===== config.mk =====
export PLATFORM = sky130hd
export DESIGN_NAME = zx_io_top
export DESIGN_NICKNAME = d
export VERILOG_FILES = /design/src/zx_pkg.sv /design/src/paging_regs.sv /design/src/ula_port.sv /design/src/memory_bus.sv /design/src/zx_io_top.sv
export SDC_FILE = /design/constraint.sdc
export NUM_CORES = 1
export LEC_CHECK = 0
export ABC_AREA = 1
export BUFFER_PORTS_ARGS = -buffer_cell sky130_fd_sc_hd__buf_2
export CAP_MARGIN = 30
export CORE_ASPECT_RATIO = 0.75
export CORE_MARGIN = 2
export CORE_UTILIZATION = 37
export DETAILED_ROUTE_END_ITERATION = 8
export PLACE_DENSITY = 0.82
export SLEW_MARGIN = 20
export SYNTH_ARGS = -nofsm -noshare
export SYNTH_HDL_FRONTEND = slang
export SYNTH_HIERARCHICAL = 1
export SYNTH_SLANG_ARGS = --single-unit

===== constraint.sdc =====
create_clock -name clk_sys -period 3.9 [get_ports clk_sys]
set_input_delay 0.585 -clock clk_sys [delete_from_list [all_inputs] [get_ports clk_sys]]
set_output_delay 0.585 -clock clk_sys [all_outputs]
set_load 0.005 [all_outputs]

===== src/zx_pkg.sv =====
package zx_pkg;

	// ========================================
	// Bus and memory widths
	// ========================================

	typedef logic [15:0] cpu_addr_t;   // Z80 address bus
	typedef logic [7:0]  cpu_data_t;   // Z80 data byte
	typedef logic [20:0] ram_addr_t;   // External RAM byte address
	typedef logic [2:0]  bank_t;       // 16K RAM page
	typedef logic [3:0]  rom_page_t;   // 16K ROM page
	typedef logic [2:0]  border_t;     // Border colour
	typedef logic [4:0]  key_row_t;    // Active-low key columns

	// ========================================
	// Machine model
	// ========================================

	// Code 3 is left free
	typedef enum logic [1:0] {
		model_128   = 2'd0,
		model_48    = 2'd1,
		model_plus3 = 2'd2
	} model_t;

	// ========================================
	// Page and bus constants
	// ========================================

	// Floating data bus reads back as all ones
	localparam cpu_data_t IDLE_BUS = 8'hFF;

	// Fixed pages behind 4000 and 8000 in the normal map
	localparam bank_t SCREEN_BANK_A = 3'd5;
	localparam bank_t SCREEN_BANK_B = 3'd2;

	// 48K BASIC ROM on the 48K model
	localparam rom_page_t ROM_PAGE_48 = 4'b1111;

	// Upper ROM page bits, low bits come from the paging registers
	localparam logic [2:0] ROM_BASE_128   = 3'b011;
	localparam logic [1:0] ROM_BASE_PLUS3 = 2'b10;

endpackage


===== src/paging_regs.sv =====
module paging_regs (
	input  logic               clk_sys,
	input  logic               reset,
	input  zx_pkg::model_t     model_sel,
	input  logic               io_wr_pulse,
	input  zx_pkg::cpu_addr_t  addr,
	input  zx_pkg::cpu_data_t  cpu_dout,
	output zx_pkg::bank_t      page_ram,
	output zx_pkg::rom_page_t  page_rom,
	output logic               page_special,
	output logic [1:0]         special_cfg
);

	// ========================================
	// Register state
	// ========================================

	zx_pkg::model_t model_q;      // Sampled while reset is high

	// Port 7FFD fields
	zx_pkg::bank_t  bank_q;       // Page at C000
	logic           rom_lo_q;     // ROM select, bit 4
	logic           lock_q;       // Paging lock, bit 5

	// Port 1FFD fields
	logic           special_q;    // All-RAM mode, bit 0
	logic [1:0]     cfg_q;        // Bits 2 and 1

	logic is_plus3;
	logic is_48;
	logic page_lock;
	logic wr_7ffd;
	logic wr_1ffd;

	assign is_plus3  = (model_q == zx_pkg::model_plus3);
	assign is_48     = (model_q == zx_pkg::model_48);
	assign page_lock = is_48 | lock_q;

	// ========================================
	// Port decode
	// ========================================

	// 7FFD, the +3 also needs A14 so it does not alias 1FFD
	assign wr_7ffd = ~addr[15] & ~addr[1] & (addr[14] | ~is_plus3) & ~page_lock;

	// 1FFD exists only on the +3
	assign wr_1ffd = is_plus3 & ~addr[15] & ~addr[14] & ~addr[13] & addr[12] &
		~addr[1] & ~page_lock;

	always_ff @(posedge clk_sys) begin
		if (reset) begin
			model_q   <= model_sel;
			bank_q    <= '0;
			rom_lo_q  <= 1'b0;
			lock_q    <= 1'b0;
			special_q <= 1'b0;
			cfg_q     <= '0;
		end else if (io_wr_pulse) begin
			if (wr_7ffd) begin
				bank_q   <= cpu_dout[2:0];
				rom_lo_q <= cpu_dout[4];
				lock_q   <= cpu_dout[5];   // Sticks until the next reset
			end else if (wr_1ffd) begin
				special_q <= cpu_dout[0];
				cfg_q     <= cpu_dout[2:1];
			end
		end
	end

	// ========================================
	// Page outputs
	// ========================================

	assign page_ram     = bank_q;
	assign page_special = special_q;
	assign special_cfg  = cfg_q;

	always_comb begin
		case (model_q)
			zx_pkg::model_plus3: begin
				// Four ROMs, picked by 1FFD bit 2 and 7FFD bit 4
				page_rom = {zx_pkg::ROM_BASE_PLUS3, cfg_q[1], rom_lo_q};
			end
			zx_pkg::model_48: begin
				page_rom = zx_pkg::ROM_PAGE_48;
			end
			default: begin
				page_rom = {zx_pkg::ROM_BASE_128, rom_lo_q};   // 128 editor or BASIC
			end
		endcase
	end

endmodule


===== src/ula_port.sv =====
module ula_port (
	input  logic               clk_sys,
	input  logic               reset,
	input  zx_pkg::cpu_addr_t  addr,
	input  zx_pkg::cpu_data_t  cpu_dout,
	input  logic               n_iorq,
	input  logic               n_wr,
	input  logic               n_m1,
	input  zx_pkg::key_row_t   key_data,
	input  logic               tape_in,
	output logic               io_wr_pulse,
	output zx_pkg::cpu_data_t  ula_rd_data,
	output zx_pkg::border_t    border_color,
	output logic               ear_out,
	output logic               mic_out
);

	logic io_wr;
	logic io_wr_q;

	// ========================================
	// I/O write edge
	// ========================================

	// Interrupt acknowledge has M1 low, so it never counts
	assign io_wr = ~n_iorq & ~n_wr & n_m1;

	// One pulse per write cycle however long the strobe is held
	always_ff @(posedge clk_sys) begin
		if (reset) begin
			io_wr_q     <= 1'b0;
			io_wr_pulse <= 1'b0;
		end else begin
			io_wr_q     <= io_wr;
			io_wr_pulse <= io_wr & ~io_wr_q;
		end
	end

	// ========================================
	// Port FE
	// ========================================

	always_ff @(posedge clk_sys) begin
		if (reset) begin
			border_color <= '0;
			ear_out      <= 1'b0;
			mic_out      <= 1'b0;
		end else if (io_wr_pulse && !addr[0]) begin   // ULA decodes A0 only
			border_color <= cpu_dout[2:0];
			ear_out      <= cpu_dout[4];
			mic_out      <= cpu_dout[3];
		end
	end

	// Bits 7 and 5 float high on the real ULA
	assign ula_rd_data = {1'b1, ~tape_in, 1'b1, key_data};

endmodule


===== src/memory_bus.sv =====
module memory_bus #(
	parameter logic [2:0] ROM_REGION = 3'b101
) (
	input  zx_pkg::cpu_addr_t  addr,
	input  logic               n_mreq,
	input  logic               n_iorq,
	input  logic               n_rd,
	input  logic               n_wr,
	input  logic               n_m1,
	input  zx_pkg::bank_t      page_ram,
	input  zx_pkg::rom_page_t  page_rom,
	input  logic               page_special,
	input  logic [1:0]         special_cfg,
	input  zx_pkg::cpu_data_t  ula_rd_data,
	input  zx_pkg::cpu_data_t  ram_dout,
	output zx_pkg::ram_addr_t  ram_addr,
	output logic               ram_rd,
	output logic               ram_we,
	output zx_pkg::cpu_data_t  cpu_din
);

	logic [1:0]    area;          // 16K quarter of the CPU space
	zx_pkg::bank_t spec_bank;
	logic          io_rd;
	logic          rom_area;

	assign area     = addr[15:14];
	assign rom_area = (area == 2'b00) & ~page_special;

	// ========================================
	// All-RAM page table (+3 special mode)
	// ========================================

	function automatic zx_pkg::bank_t special_bank(
		input logic [1:0] cfg,
		input logic [1:0] quarter
	);
		zx_pkg::bank_t bank;
		case (cfg)
			2'd0: bank = {1'b0, quarter};   // 0 1 2 3
			2'd1: bank = {1'b1, quarter};   // 4 5 6 7
			2'd2: begin
				// 4 5 6 3
				if (quarter == 2'd3) begin
					bank = 3'd3;
				end else begin
					bank = {1'b1, quarter};
				end
			end
			default: begin
				// 4 7 6 3
				case (quarter)
					2'd0:    bank = 3'd4;
					2'd1:    bank = 3'd7;
					2'd2:    bank = 3'd6;
					default: bank = 3'd3;
				endcase
			end
		endcase
		return bank;
	endfunction

	assign spec_bank = special_bank(special_cfg, area);

	// ========================================
	// Address map
	// ========================================

	always_comb begin
		if (page_special) begin
			ram_addr = {4'd0, spec_bank, addr[13:0]};
		end else begin
			case (area)
				2'b00:   ram_addr = {ROM_REGION, page_rom, addr[13:0]};
				2'b01:   ram_addr = {4'd0, zx_pkg::SCREEN_BANK_A, addr[13:0]};
				2'b10:   ram_addr = {4'd0, zx_pkg::SCREEN_BANK_B, addr[13:0]};
				default: ram_addr = {4'd0, page_ram, addr[13:0]};
			endcase
		end
	end

	// ========================================
	// Strobes and read data
	// ========================================

	assign ram_rd = ~n_mreq & ~n_rd;
	assign ram_we = ~n_mreq & ~n_wr & ~rom_area;   // ROM is read only

	assign io_rd = ~n_iorq & ~n_rd & n_m1;

	always_comb begin
		if (!n_mreq) begin
			cpu_din = ram_dout;
		end else if (io_rd && !addr[0]) begin
			cpu_din = ula_rd_data;   // Port FE
		end else begin
			cpu_din = zx_pkg::IDLE_BUS;
		end
	end

endmodule


===== src/zx_io_top.sv =====
module zx_io_top #(
	parameter logic [2:0] ROM_REGION = 3'b101   // Top RAM bits of the ROM area
) (
	input  logic               clk_sys,
	input  logic               reset,

	// Z80 bus
	input  zx_pkg::cpu_addr_t  addr,
	input  zx_pkg::cpu_data_t  cpu_dout,
	input  logic               n_mreq,
	input  logic               n_iorq,
	input  logic               n_rd,
	input  logic               n_wr,
	input  logic               n_m1,

	input  zx_pkg::model_t     model_sel,
	input  zx_pkg::key_row_t   key_data,
	input  logic               tape_in,
	input  zx_pkg::cpu_data_t  ram_dout,

	output zx_pkg::ram_addr_t  ram_addr,
	output logic               ram_we,
	output logic               ram_rd,
	output zx_pkg::cpu_data_t  cpu_din,
	output zx_pkg::border_t    border_color,
	output logic               ear_out,
	output logic               mic_out
);

	logic               io_wr_pulse;
	zx_pkg::bank_t      page_ram;
	zx_pkg::rom_page_t  page_rom;
	logic               page_special;
	logic [1:0]         special_cfg;
	zx_pkg::cpu_data_t  ula_rd_data;

	// ========================================
	// Paging and ULA port
	// ========================================

	paging_regs u_paging (
		.clk_sys      (clk_sys),
		.reset        (reset),
		.model_sel    (model_sel),
		.io_wr_pulse  (io_wr_pulse),
		.addr         (addr),
		.cpu_dout     (cpu_dout),
		.page_ram     (page_ram),
		.page_rom     (page_rom),
		.page_special (page_special),
		.special_cfg  (special_cfg)
	);

	ula_port u_ula (
		.clk_sys      (clk_sys),
		.reset        (reset),
		.addr         (addr),
		.cpu_dout     (cpu_dout),
		.n_iorq       (n_iorq),
		.n_wr         (n_wr),
		.n_m1         (n_m1),
		.key_data     (key_data),
		.tape_in      (tape_in),
		.io_wr_pulse  (io_wr_pulse),   // Shared with paging
		.ula_rd_data  (ula_rd_data),
		.border_color (border_color),
		.ear_out      (ear_out),
		.mic_out      (mic_out)
	);

	// ========================================
	// Memory side
	// ========================================

	memory_bus #(
		.ROM_REGION (ROM_REGION)
	) u_bus (
		.addr         (addr),
		.n_mreq       (n_mreq),
		.n_iorq       (n_iorq),
		.n_rd         (n_rd),
		.n_wr         (n_wr),
		.n_m1         (n_m1),
		.page_ram     (page_ram),
		.page_rom     (page_rom),
		.page_special (page_special),
		.special_cfg  (special_cfg),
		.ula_rd_data  (ula_rd_data),
		.ram_dout     (ram_dout),
		.ram_addr     (ram_addr),
		.ram_rd       (ram_rd),
		.ram_we       (ram_we),
		.cpu_din      (cpu_din)
	);

endmodule


# == Word-level counts from Yosys, hierarchy flattened ==
# Index checks and enable logic that the tools add are counted.
# totals
out_inout_bits,36
reg_bits,17
# op_classes
n_reduce_logical,7
bitwise,35
eq_ne,7
muxes,8
# ops
cell,n
21-bit case mux with 3 select lines,1
21-bit 2-to-1 mux,1
1-bit bitwise AND,18
3-bit case mux with 3 select lines,2
1-bit inverter,15
2-bit == test (second input constant),4
8-bit 2-to-1 mux,1
4-bit case mux with 2 select lines,1
7-bit 2-to-1 mux,1
2-bit by 1-bit == test with 1-bit output (second input constant),3
2-bit zero test,2
3-bit 2-to-1 mux,1
3-bit AND reduction,1
1-bit logical AND,2
1-bit bitwise OR,2
2-bit AND reduction,1
1-bit zero test,1

# == Logic depth before layout (Yosys ltp) ==
# Gate-level depths: netlist (run 1).
# logic_depth
word_depth,8
ltp_mapped,8
mapped_depth_nobuf,8

# == Hierarchy ==
# The synthesis (run 1) kept the hierarchy.
# by_module_without_submodules
module,cells_per_inst,area_per_inst_um2,instances
paging_regs,73,559.3,1
memory_bus,93,474.2,1
ula_port,49,339.1,1

# == Worst setup path before layout (run 1) ==
# No wires, ideal clock.
# synth_timing
path_type,reg-to-output
start,reg u_paging.model_q[0]
end,out ram_addr[14]
slack_ns,2.236
t_required_ns,3.315
arrival_ns,1.079
path_stages_with_launch,7
path_buffers,0
cell_sequence,edfxtp_1 > ha_1 > or2_2 > nand2_1 > nand2_1 > nand2_1 > inv_1
# synth_via
elab_chain_len,4
word_cells_on_any_way,5
cone_classes,2 x eq/ne; 3 x mux
# synth_lines
element,line_no,rtl
"start, declared",paging_regs.sv:18,zx_pkg::model_t model_q;
"start signal, assigned",paging_regs.sv:52,model_q <= model_sel;
2-bit by 1-bit == test with 1-bit output / 2-bit == test (equally long branches),paging_regs.sv:79,case (model_q)
4-bit case mux with 2 select lines (*),paging_regs.sv:79,
net page_rom[0],zx_io_top.sv:32,zx_pkg::rom_page_t page_rom;
21-bit case mux with 3 select lines (*),memory_bus.sv:73,case (area)
21-bit 2-to-1 mux (*),memory_bus.sv:70,if (page_special) begin
"end, declared",zx_io_top.sv:21,"output zx_pkg::ram_addr_t ram_addr,"
# Mark *: on every way through the listed nets, which the timed path passes. The rest lies on a longest branch.

# == Final worst setup path (run 1) ==
# Same ends and word-level chain as after synthesis.

==> results of run 1 <==
power groups by stage:
stage	logic (mW)	registers (mW)	clock network [mW]
floorplan	0.0662	0.187	0
global placement	0.0885	0.187	0
CTS	0.0907	0.184	0.136
detailed placement	0.0903	0.187	0
global route	0.103	0.184	0.144
finish	0.0902	0.184	0.131
sequential cells by signal, summed over array words and instances, names as in the netlist:
name                   cells
u_paging/lock_q            1
u_paging/model_q           2
u_paging/page_ram          3
u_paging/page_special      1
u_paging/rom_lo_q          1
u_paging/special_cfg       2
u_ula/border_color         3
u_ula/ear_out              1
u_ula/io_wr_pulse          1
u_ula/io_wr_q              1
u_ula/mic_out              1
synth_stat cells, types with 2 or more instances:
| cell | n | area (um^2) |
|---|---|---|
| sky130_fd_sc_hd__buf_4 | 23 | 173 |
| sky130_fd_sc_hd__conb_1 | 2 | 7.51 |
| sky130_fd_sc_hd__dfxtp_1 | 15 | 300 |
| sky130_fd_sc_hd__edfxtp_1 | 2 | 60.1 |
| sky130_fd_sc_hd__ha_1 | 2 | 25.0 |
| sky130_fd_sc_hd__inv_1 | 35 | 131 |
| sky130_fd_sc_hd__inv_2 | 4 | 15.0 |
| sky130_fd_sc_hd__nand2_1 | 37 | 139 |
| sky130_fd_sc_hd__nand2_2 | 2 | 12.5 |
| sky130_fd_sc_hd__nand3_1 | 24 | 120 |
| sky130_fd_sc_hd__nand4_1 | 2 | 12.5 |
| sky130_fd_sc_hd__nor2_1 | 42 | 158 |
| sky130_fd_sc_hd__nor2_2 | 2 | 12.5 |
| sky130_fd_sc_hd__nor2_4 | 7 | 78.8 |
| sky130_fd_sc_hd__or2_0 | 7 | 43.8 |
how the worst min path moves through the flow:
stage	end	slack [ns]	depth (start not counted)
floorplan	u_ula/io_wr_pulse	0.37	1
global placement	u_ula/io_wr_pulse	0.37	1
detailed placement	u_ula/io_wr_pulse	0.38	1
CTS	u_ula/io_wr_pulse	0.39	1
global route	u_ula/io_wr_pulse	0.40	1
finish	u_ula/io_wr_pulse	0.38	1
cell families (layout without fill, tap and decap cells):
kind of cell	count (synthesis)	count (layout)	synth area share, %
simple gates	130	130	46.7
other cells	2	3	0.547
flops	17	17	26.3
buf+inv	63	102	24.1
compound gates	1	1	0.638
fa+ha+maj	2	2	1.82
critical path: cells and delay by family, from the launching register on:
family | cells | cell delay, ns
simple gates | 4 | 0.46
flops | 1 | 0.39
fa+ha+maj | 1 | 0.27
buf+inv | 2 | 0.14
per-stage QoR:
step / total power, mW / instances / area, um^2 / hold WS [ns]
floorplan: 0.253 / 216 / 1380 / 0.368
global placement: 0.276 / 303 / 1550 / 0.372
detailed placement: 0.278 / 303 / 1550 / 0.376
CTS: 0.411 / 307 / 1600 / 0.387
global route: 0.431 / 307 / 1600 / 0.397
finish: 0.405 / 307 / 1600 / 0.384
layer usage:
metal  global-route usage [%]  wire length [um]  part of all wire [%]  vias to the layer above
li1                         -                 -                     -                      697
met1                     20.3              1380                    48                      566
met2                     21.8              1310                    45                       31
met3                     4.67               205                   7.1                        2
met4                     3.06                 8                  0.28                        0
met5                        0                 0                     0                        -
layout by cell type (no fill, tap or decap), drive strengths merged:
cell,n
clkinv,1
inv,39
clkbuf,3
and3,1
buf,59
nand4,2
dfxtp,15
nand3,26
or2,9
nor2,51
a21oi,1
nand3b,1
nand2,39
conb,3
ha,2
nor3,1
edfxtp,2
area by class of cell:
type	count	share of cell area (%)
inverter	39	9.15
multi-input combinational	136	42.9
sequential	17	22.5
clock inverter	1	0.313
clock buffer	3	2.58
tap	52	4.07
timing repair buffer	59	18.5
==> flow_summary.ini, run 1 <==
[cts]
worstSkewPairLatency_ns = 0.25
clkTransAtPathRegs_ns = 0.07
cts_tree = done
tritoncts.num_buffers = 3
htreeDepth = 1
post-cts-setup-buffer-count = 0
postCtsHoldBufs = 0
clock_root_buffer = sky130_fd_sc_hd__clkbuf_8
ctsResizeCount = 0
cts_buffer_depth = 2
cts_num_sinks = 17

[critical_path]
timing.critical_path.mode_cell = sky130_fd_sc_hd__nand2_1
crit_path_capture_type = primary output
cp-startpoint = u_paging/model_q[0]
critPathKind = register to primary output
worstRegToRegCells = 7
worstSetupStartpointType = register
worst_path_max_delay_cell = sky130_fd_sc_hd__edfxtp_1
reg2reg_to = u_paging/page_ram[0]
cp_cell_sequence = ha_1, or2_2, nand2_1, nand2_1, nand2_1, inv_1, buf_2
cp_data_arrival_time_ns = 1.52
slack_of_the_worst_reg_to_reg_path_ns = 2.55
required_time_at_the_worst_slack_endpoint_ns = 3.31
critical_path.max_stage_delay_ns = 0.39
max_fanout_on_critical_path = 3
worst_r2r_start = u_paging/model_q[0]
worst_setup_path_endpoint = ram_addr[14]

[yosys]
yosysWarningCount = 6
async_reset_ff_share_pct = 0
synth_seq_cells = 17
count_of_cell_types_in_the_netlist = 24
mappedNetlistArea_um2 = 1370
synth_cells = 215
synth-edff-count = 2
seq_area_frac_synth_pct = 26.3
syn_area_cell_um2 = 6.38
synth_ff_type = sky130_fd_sc_hd__dfxtp_1

[pwr]
internal-power_uw = 291
max-vdd-ir-drop_uv = 228
power.net_switching_uw = 114
power_frac_seq_pct = 45.3
switching_part_of_the_total_power_pct = 28.0
power_per_cell_area_nw_per_um2 = 253
power_share_of_the_clock_group_pct = 32.4
combinationalPowerShare_pct = 22.3
power.leakage_nw = 0.872

[layout]
layout-area-overhead-vs-synth_pct = 16.5
n_antenna_cell = 0
register_area_um2 = 360
final_util_pct = 44.3
multi_input_area_um2 = 686
n_fill_cell = 395
nets = 305
layout-drive-gt1-share_pct = 32.5

[global_routing]
first_global_vias = 1124
first_pass_grt_wire_length_um = 4790
grt_antenna_before_repair = 0
grt_use_total_pct = 14.5
gr-total-overflow = 0
grt_max_degree = 12

[place]
placement.setup.worst_slack_ns = 1.97
dp_hpwl_um = 2450
routabilityCongestion = 0.832
port_buffers = 59

[detailed_routing]
routed-via-count = 1296
route.detailed.vias_per_inst = 4.22
firstDrtPassIters = 4
post_drt_wl_per_cell_um = 9.46
drc = 0
finalWirelength_um = 2910
final_antenna_net_count = 0
detail_route.iter0.violations = 37

[timing]
report.final.setup_viol = 0
hold_viol_final = 0
period_minus_slack_ns = 2.10
rsz_0062_raised_after_global_routing = no
final_min_period_over_clock_period_pct = 53.9
max_freq_mhz = 476
slew_viol_final = 0
finalSetupTns_ns = 0
post-route-worst-setup-slack_ns = 1.80
fin_worst_skew_ns = 0.00356

[floorplanning]
design.core.area_um2 = 3610
placement_row_count = 19
die_area_um2 = 4220
chipHeight_um = 56.7
die-width_um = 74.3
top_level_ports = 83
initial_core_utilization_pct = 38.0

[run_status]
status = finished clean

[run]
max_cap_viol_count = 0

[min_path]
hp-class = register to register
worst_hold_startpoint = u_ula/io_wr_q
Note: power is estimated with default switching activity, not from simulation.
==> inputs of run 2 (changes only) <==
Settings changed: ABC_AREA 1 to 0, PLACE_DENSITY 0.82 to 0.85.
Clock period 3.9 ns to 2.1 ns, I/O delays scaled along.
==> flow_summary.ini, run 2 <==
[run_status]
status = finished clean

[floorplanning]
die_area_um2 = 3680
die-width_um = 69.4
placement_row_count = 17
design.core.area_um2 = 3000
initial_core_utilization_pct = 39.6
chipHeight_um = 53.1
top_level_ports = 83

[critical_path]
worstSetupStartpointType = register
crit_path_capture_type = primary output
cp_data_arrival_time_ns = 1.58
critPathKind = register to primary output
required_time_at_the_worst_slack_endpoint_ns = 1.78
max_fanout_on_critical_path = 2

[yosys]
yosysWarningCount = 6
synth_seq_cells = 17
count_of_cell_types_in_the_netlist = 35
synth_ff_type = sky130_fd_sc_hd__dfxtp_1
seq_area_frac_synth_pct = 30.3
synth_common_cells = sky130_fd_sc_hd__buf_4, sky130_fd_sc_hd__nand2b_1, sky130_fd_sc_hd__dfxtp_1
synthDominantCellAreaShare_pct = 25.3
post-synth-top-count-cell = sky130_fd_sc_hd__buf_4
async_reset_ff_share_pct = 0
synth_top_cells_by_area = sky130_fd_sc_hd__dfxtp_1, sky130_fd_sc_hd__buf_4, sky130_fd_sc_hd__nand2b_1
mappedNetlistArea_um2 = 1190
synth_cells = 128
post-synth-top-area-cell = sky130_fd_sc_hd__dfxtp_1
synth-edff-count = 2
syn_area_cell_um2 = 9.28

[layout]
layout-area-overhead-vs-synth_pct = 16.5
final_area_um2 = 1380
layout-drive-gt1-share_pct = 42.2
n_fill_cell = 287
layout_common_cells = sky130_fd_sc_hd__buf_2, sky130_fd_sc_hd__nand2b_1, sky130_fd_sc_hd__dfxtp_1
nets = 216
layout.cells.most_common = sky130_fd_sc_hd__buf_2
n_antenna_cell = 0

[detailed_routing]
firstDrtPassIters = 4
routed-via-count = 979
drc = 0
finalWirelength_um = 2460
post_drt_wl_per_cell_um = 12.1
final_antenna_net_count = 0
route.detailed.vias_per_inst = 4.80
detail_route.iter0.violations = 49

[min_path]
hp-class = primary input to register

[global_routing]
grt_use_total_pct = 14.2
grt_max_degree = 26
first_pass_grt_wire_length_um = 4060
gr-total-overflow = 0
first_global_vias = 933
grt_antenna_before_repair = 0

[cts]
cts_tree = done
cts_buffer_depth = 2
worstSkewPairLatency_ns = 0.25
ctsResizeCount = 0
clock_root_buffer = sky130_fd_sc_hd__clkbuf_8
tritoncts.num_buffers = 3
post-cts-setup-buffer-count = 0
postCtsHoldBufs = 0
htreeDepth = 1
cts_num_sinks = 17
clkTransAtPathRegs_ns = 0.06

[pwr]
power.leakage_nw = 0.647
power_per_cell_area_nw_per_um2 = 516
max-vdd-ir-drop_uv = 221

[timing]
fin_worst_skew_ns = 0.00828
rsz_0062_raised_after_global_routing = no
period_minus_slack_ns = 1.90
final_min_period_over_clock_period_pct = 90.2
finalSetupTns_ns = 0
max_freq_mhz = 528
hold_viol_final = 0
report.final.setup_viol = 0
slew_viol_final = 0

[place]
routabilityCongestion = 0.786
port_buffers = 59
dp_hpwl_um = 2020
detailed_place.area_um2 = 1340

[run]
max_cap_viol_count = 0
[run 2: worst paths after layout]
kind	cells past startpoint	to	slack, ns	from
worst min-delay path	1	u_paging/model_q[1]	0.25	model_sel[1]
worst max register to register	4	u_paging/special_cfg[1]	0.55	u_paging/model_q[0]
worst max-delay path	6	ram_addr[15]	0.20	u_paging/model_q[0]
worst min register to register	1	u_ula/io_wr_pulse	0.38	u_ula/io_wr_q
[run 2: kinds of logic after synthesis]
logic type | share of synthesized area [%]
buffers and inverters | 19.7
and+or+nand+nor | 27.7
other | 0.632
adders and majority gates | 2.11
muxes | 5.90
DFF | 30.3
AOI/OAI and AO/OA | 13.6
[run 2: metal layers]
layer | track usage [%] | vias to the layer above | part of all wire, %
li1 | - | 496 | -
met1 | 17.1 | 423 | 44
met2 | 24.7 | 58 | 44
met3 | 4.38 | 2 | 11
met4 | 3.92 | 0 | 0.28
met5 | 0 | - | 0
[run 2: report_power, final]
group          total, mW  leakage (nW)  internal (mW)  switching [mW]
registers          0.338         0.141          0.335         0.00378
clock network      0.239        0.0255          0.131           0.108
logic              0.137         0.480         0.0747          0.0620
[run 2: critical path, stage by stage, from the launching register on]
cell and delay [ns]:
sky130_fd_sc_hd__edfxtp_1 0.34, sky130_fd_sc_hd__inv_1 0.05, sky130_fd_sc_hd__ha_1 0.30, sky130_fd_sc_hd__a211o_1 0.27, sky130_fd_sc_hd__a21oi_1 0.14, sky130_fd_sc_hd__o211ai_1 0.10
sky130_fd_sc_hd__buf_2 0.14
[run 2: final cells by class]
| type | count | area (um^2) | share of cell area, % |
|---|---|---|---|
| Inverter | 8 | 30.0 | 2.17 |
| Tap cell | 38 | 47.5 | 3.44 |
| Clock inverter | 1 | 5.00 | 0.362 |
| Multi-Input combinational cell | 77 | 597 | 43.1 |
| Clock buffer | 3 | 41.3 | 2.98 |
| Sequential cell | 17 | 360 | 26.0 |
| Timing Repair Buffer | 60 | 303 | 21.9 |
[run 2: metrics by stage]
stage | util, % | instances | setup WS (ns) | hold slack (ns) | power (mW)
after global placement | 44.6 | 200 | 0.471 | 0.370 | 0.482
after floorplan | - | 129 | 0.640 | 0.367 | 0.444
after global routing | 46.1 | 204 | 0.154 | 0.246 | 0.750
after CTS | 46.1 | 204 | 0.191 | 0.242 | 0.722
after detailed placement | 44.6 | 200 | 0.461 | 0.373 | 0.483
final | 46.1 | 204 | 0.205 | 0.246 | 0.715
==> inputs of run 3 (changes only) <==
Settings changed: RECOVER_POWER from default to 100.
==> flow_summary.ini, run 3 (synthesized netlist as in run 2, its figures left out) <==
[global_routing]
first_pass_grt_wire_length_um = 4060
grt_max_degree = 26
first_global_vias = 933
gr-total-overflow = 0
grt_antenna_before_repair = 0
grt_use_total_pct = 14.2

[layout]
layout_common_cells = sky130_fd_sc_hd__buf_2, sky130_fd_sc_hd__nand2b_1, sky130_fd_sc_hd__clkbuf_1
stdcell_count = 204
n_antenna_cell = 0
layout.cells.most_common = sky130_fd_sc_hd__buf_2
layout-area-overhead-vs-synth_pct = 10.9
nets = 216
layout-drive-gt1-share_pct = 30.7

[timing]
fin_worst_skew_ns = 0.00946
slew-limit-headroom_pct = 49.0
worst_pin_slew_ns = 0.765
report.final.setup_viol = 0
finalSetupTns_ns = 0
slew_viol_final = 0
hold_viol_final = 0
rsz_0062_raised_after_global_routing = no
max_freq_mhz = 531
final_min_period_over_clock_period_pct = 89.7
period_minus_slack_ns = 1.88

[pwr]
totalPowerFinal_uw = 704
power_share_of_the_clock_group_pct = 34.2
combinationalPowerShare_pct = 17.8
internal-power_uw = 533
power.leakage_nw = 0.579
max-vdd-ir-drop_uv = 218
power.net_switching_uw = 171
switching_part_of_the_total_power_pct = 24.3
power_per_cell_area_nw_per_um2 = 535
power_frac_seq_pct = 48.1

[critical_path]
max_fanout_on_critical_path = 2
worstSetupStartpointType = register
critPathKind = register to primary output
cp_data_arrival_time_ns = 1.57
crit_path_capture_type = primary output
required_time_at_the_worst_slack_endpoint_ns = 1.78

[place]
routabilityCongestion = 0.786
dp_cells = 200
dp_hpwl_um = 2020
port_buffers = 59

[detailed_routing]
finalWirelength_um = 2500
routed-via-count = 979
firstDrtPassIters = 4
post_drt_wl_per_cell_um = 12.3
final_antenna_net_count = 0
detail_route.iter0.violations = 30
drc = 0
route.detailed.vias_per_inst = 4.80

[cts]
clock_root_buffer = sky130_fd_sc_hd__clkbuf_8
cts_num_sinks = 17
clkTransAtPathRegs_ns = 0.06
ctsResizeCount = 0
postCtsHoldBufs = 0
post-cts-setup-buffer-count = 0
cts_buffer_depth = 2
cts_tree = done
tritoncts.num_buffers = 3
worstSkewPairLatency_ns = 0.25
htreeDepth = 1

[min_path]
hp-class = primary input to register

[floorplanning]
die_area_um2 = 3680
placement_row_count = 17
design.core.area_um2 = 3000
chipHeight_um = 53.1
top_level_ports = 83
die-width_um = 69.4
initial_core_utilization_pct = 39.6

[run]
max_cap_viol_count = 0

[run_status]
status = finished clean
run 3: changes by cell type in the layout (fill, tap and decap cells not counted), sizes merged:
cell    change
buf        -18
clkbuf     +18
run 3: path summary, 6_finish.rpt:
path	start	to	slack [ns]	cells past startpoint
worst max-delay path	u_paging/model_q[0]	ram_addr[15]	0.22	6
worst min-delay path	model_sel[1]	u_paging/model_q[1]	0.25	1
worst max register to register	u_paging/model_q[0]	u_paging/special_cfg[1]	0.38	4
worst min register to register	u_ula/io_wr_q	u_ula/io_wr_pulse	0.38	1
run 3: area by class of cell:
type / count / area, um^2
Tap cell: 38 / 47.5
Multi-Input combinational cell: 77 / 552
Clock buffer: 3 / 41.3
Fill cell: 302 / 1680
Clock inverter: 1 / 5.00
Timing Repair Buffer: 60 / 280
Sequential cell: 17 / 360
Inverter: 8 / 30.0
run 3: power by group through the flow:
| stage | Combinational [mW] | Sequential, mW | Clock (mW) |
|---|---|---|---|
| 2_1_floorplan | 0.0985 | 0.345 | 0 |
| 3_3_place_gp | 0.136 | 0.346 | 0 |
| 3_5_place_dp | 0.138 | 0.346 | 0 |
| 4_1_cts | 0.138 | 0.339 | 0.245 |
| 5_1_grt | 0.139 | 0.339 | 0.259 |
| 6_report | 0.125 | 0.339 | 0.240 |
run 3: layer usage:
metal | GRT usage, % | part of all wire [%] | up-vias
met1 | 17.1 | 44 | 425
met3 | 4.38 | 11 | 2
met4 | 3.92 | 0.28 | 0
met5 | 0 | 0 | -
li1 | - | - | 495
met2 | 24.7 | 44 | 57
run 3: critical path, cell delays in order (launching register included):
cell                       delay, ns
sky130_fd_sc_hd__edfxtp_1       0.34
sky130_fd_sc_hd__inv_1          0.05
sky130_fd_sc_hd__ha_1           0.30
sky130_fd_sc_hd__a211o_1        0.27
sky130_fd_sc_hd__a21oi_1        0.14
sky130_fd_sc_hd__o211ai_1       0.10
sky130_fd_sc_hd__clkbuf_2       0.12
run 3: metrics by stage:
stage               setup slack, ns  util [%]  area [um^2]  hold WS [ns]
global route                  0.114      43.9         1320         0.246
floorplan                     0.640         -         1190         0.367
CTS                           0.191      46.1         1380         0.242
detailed placement            0.461      44.6         1340         0.373
global placement              0.471      44.6         1340         0.370
finish                        0.216      43.9         1320         0.246
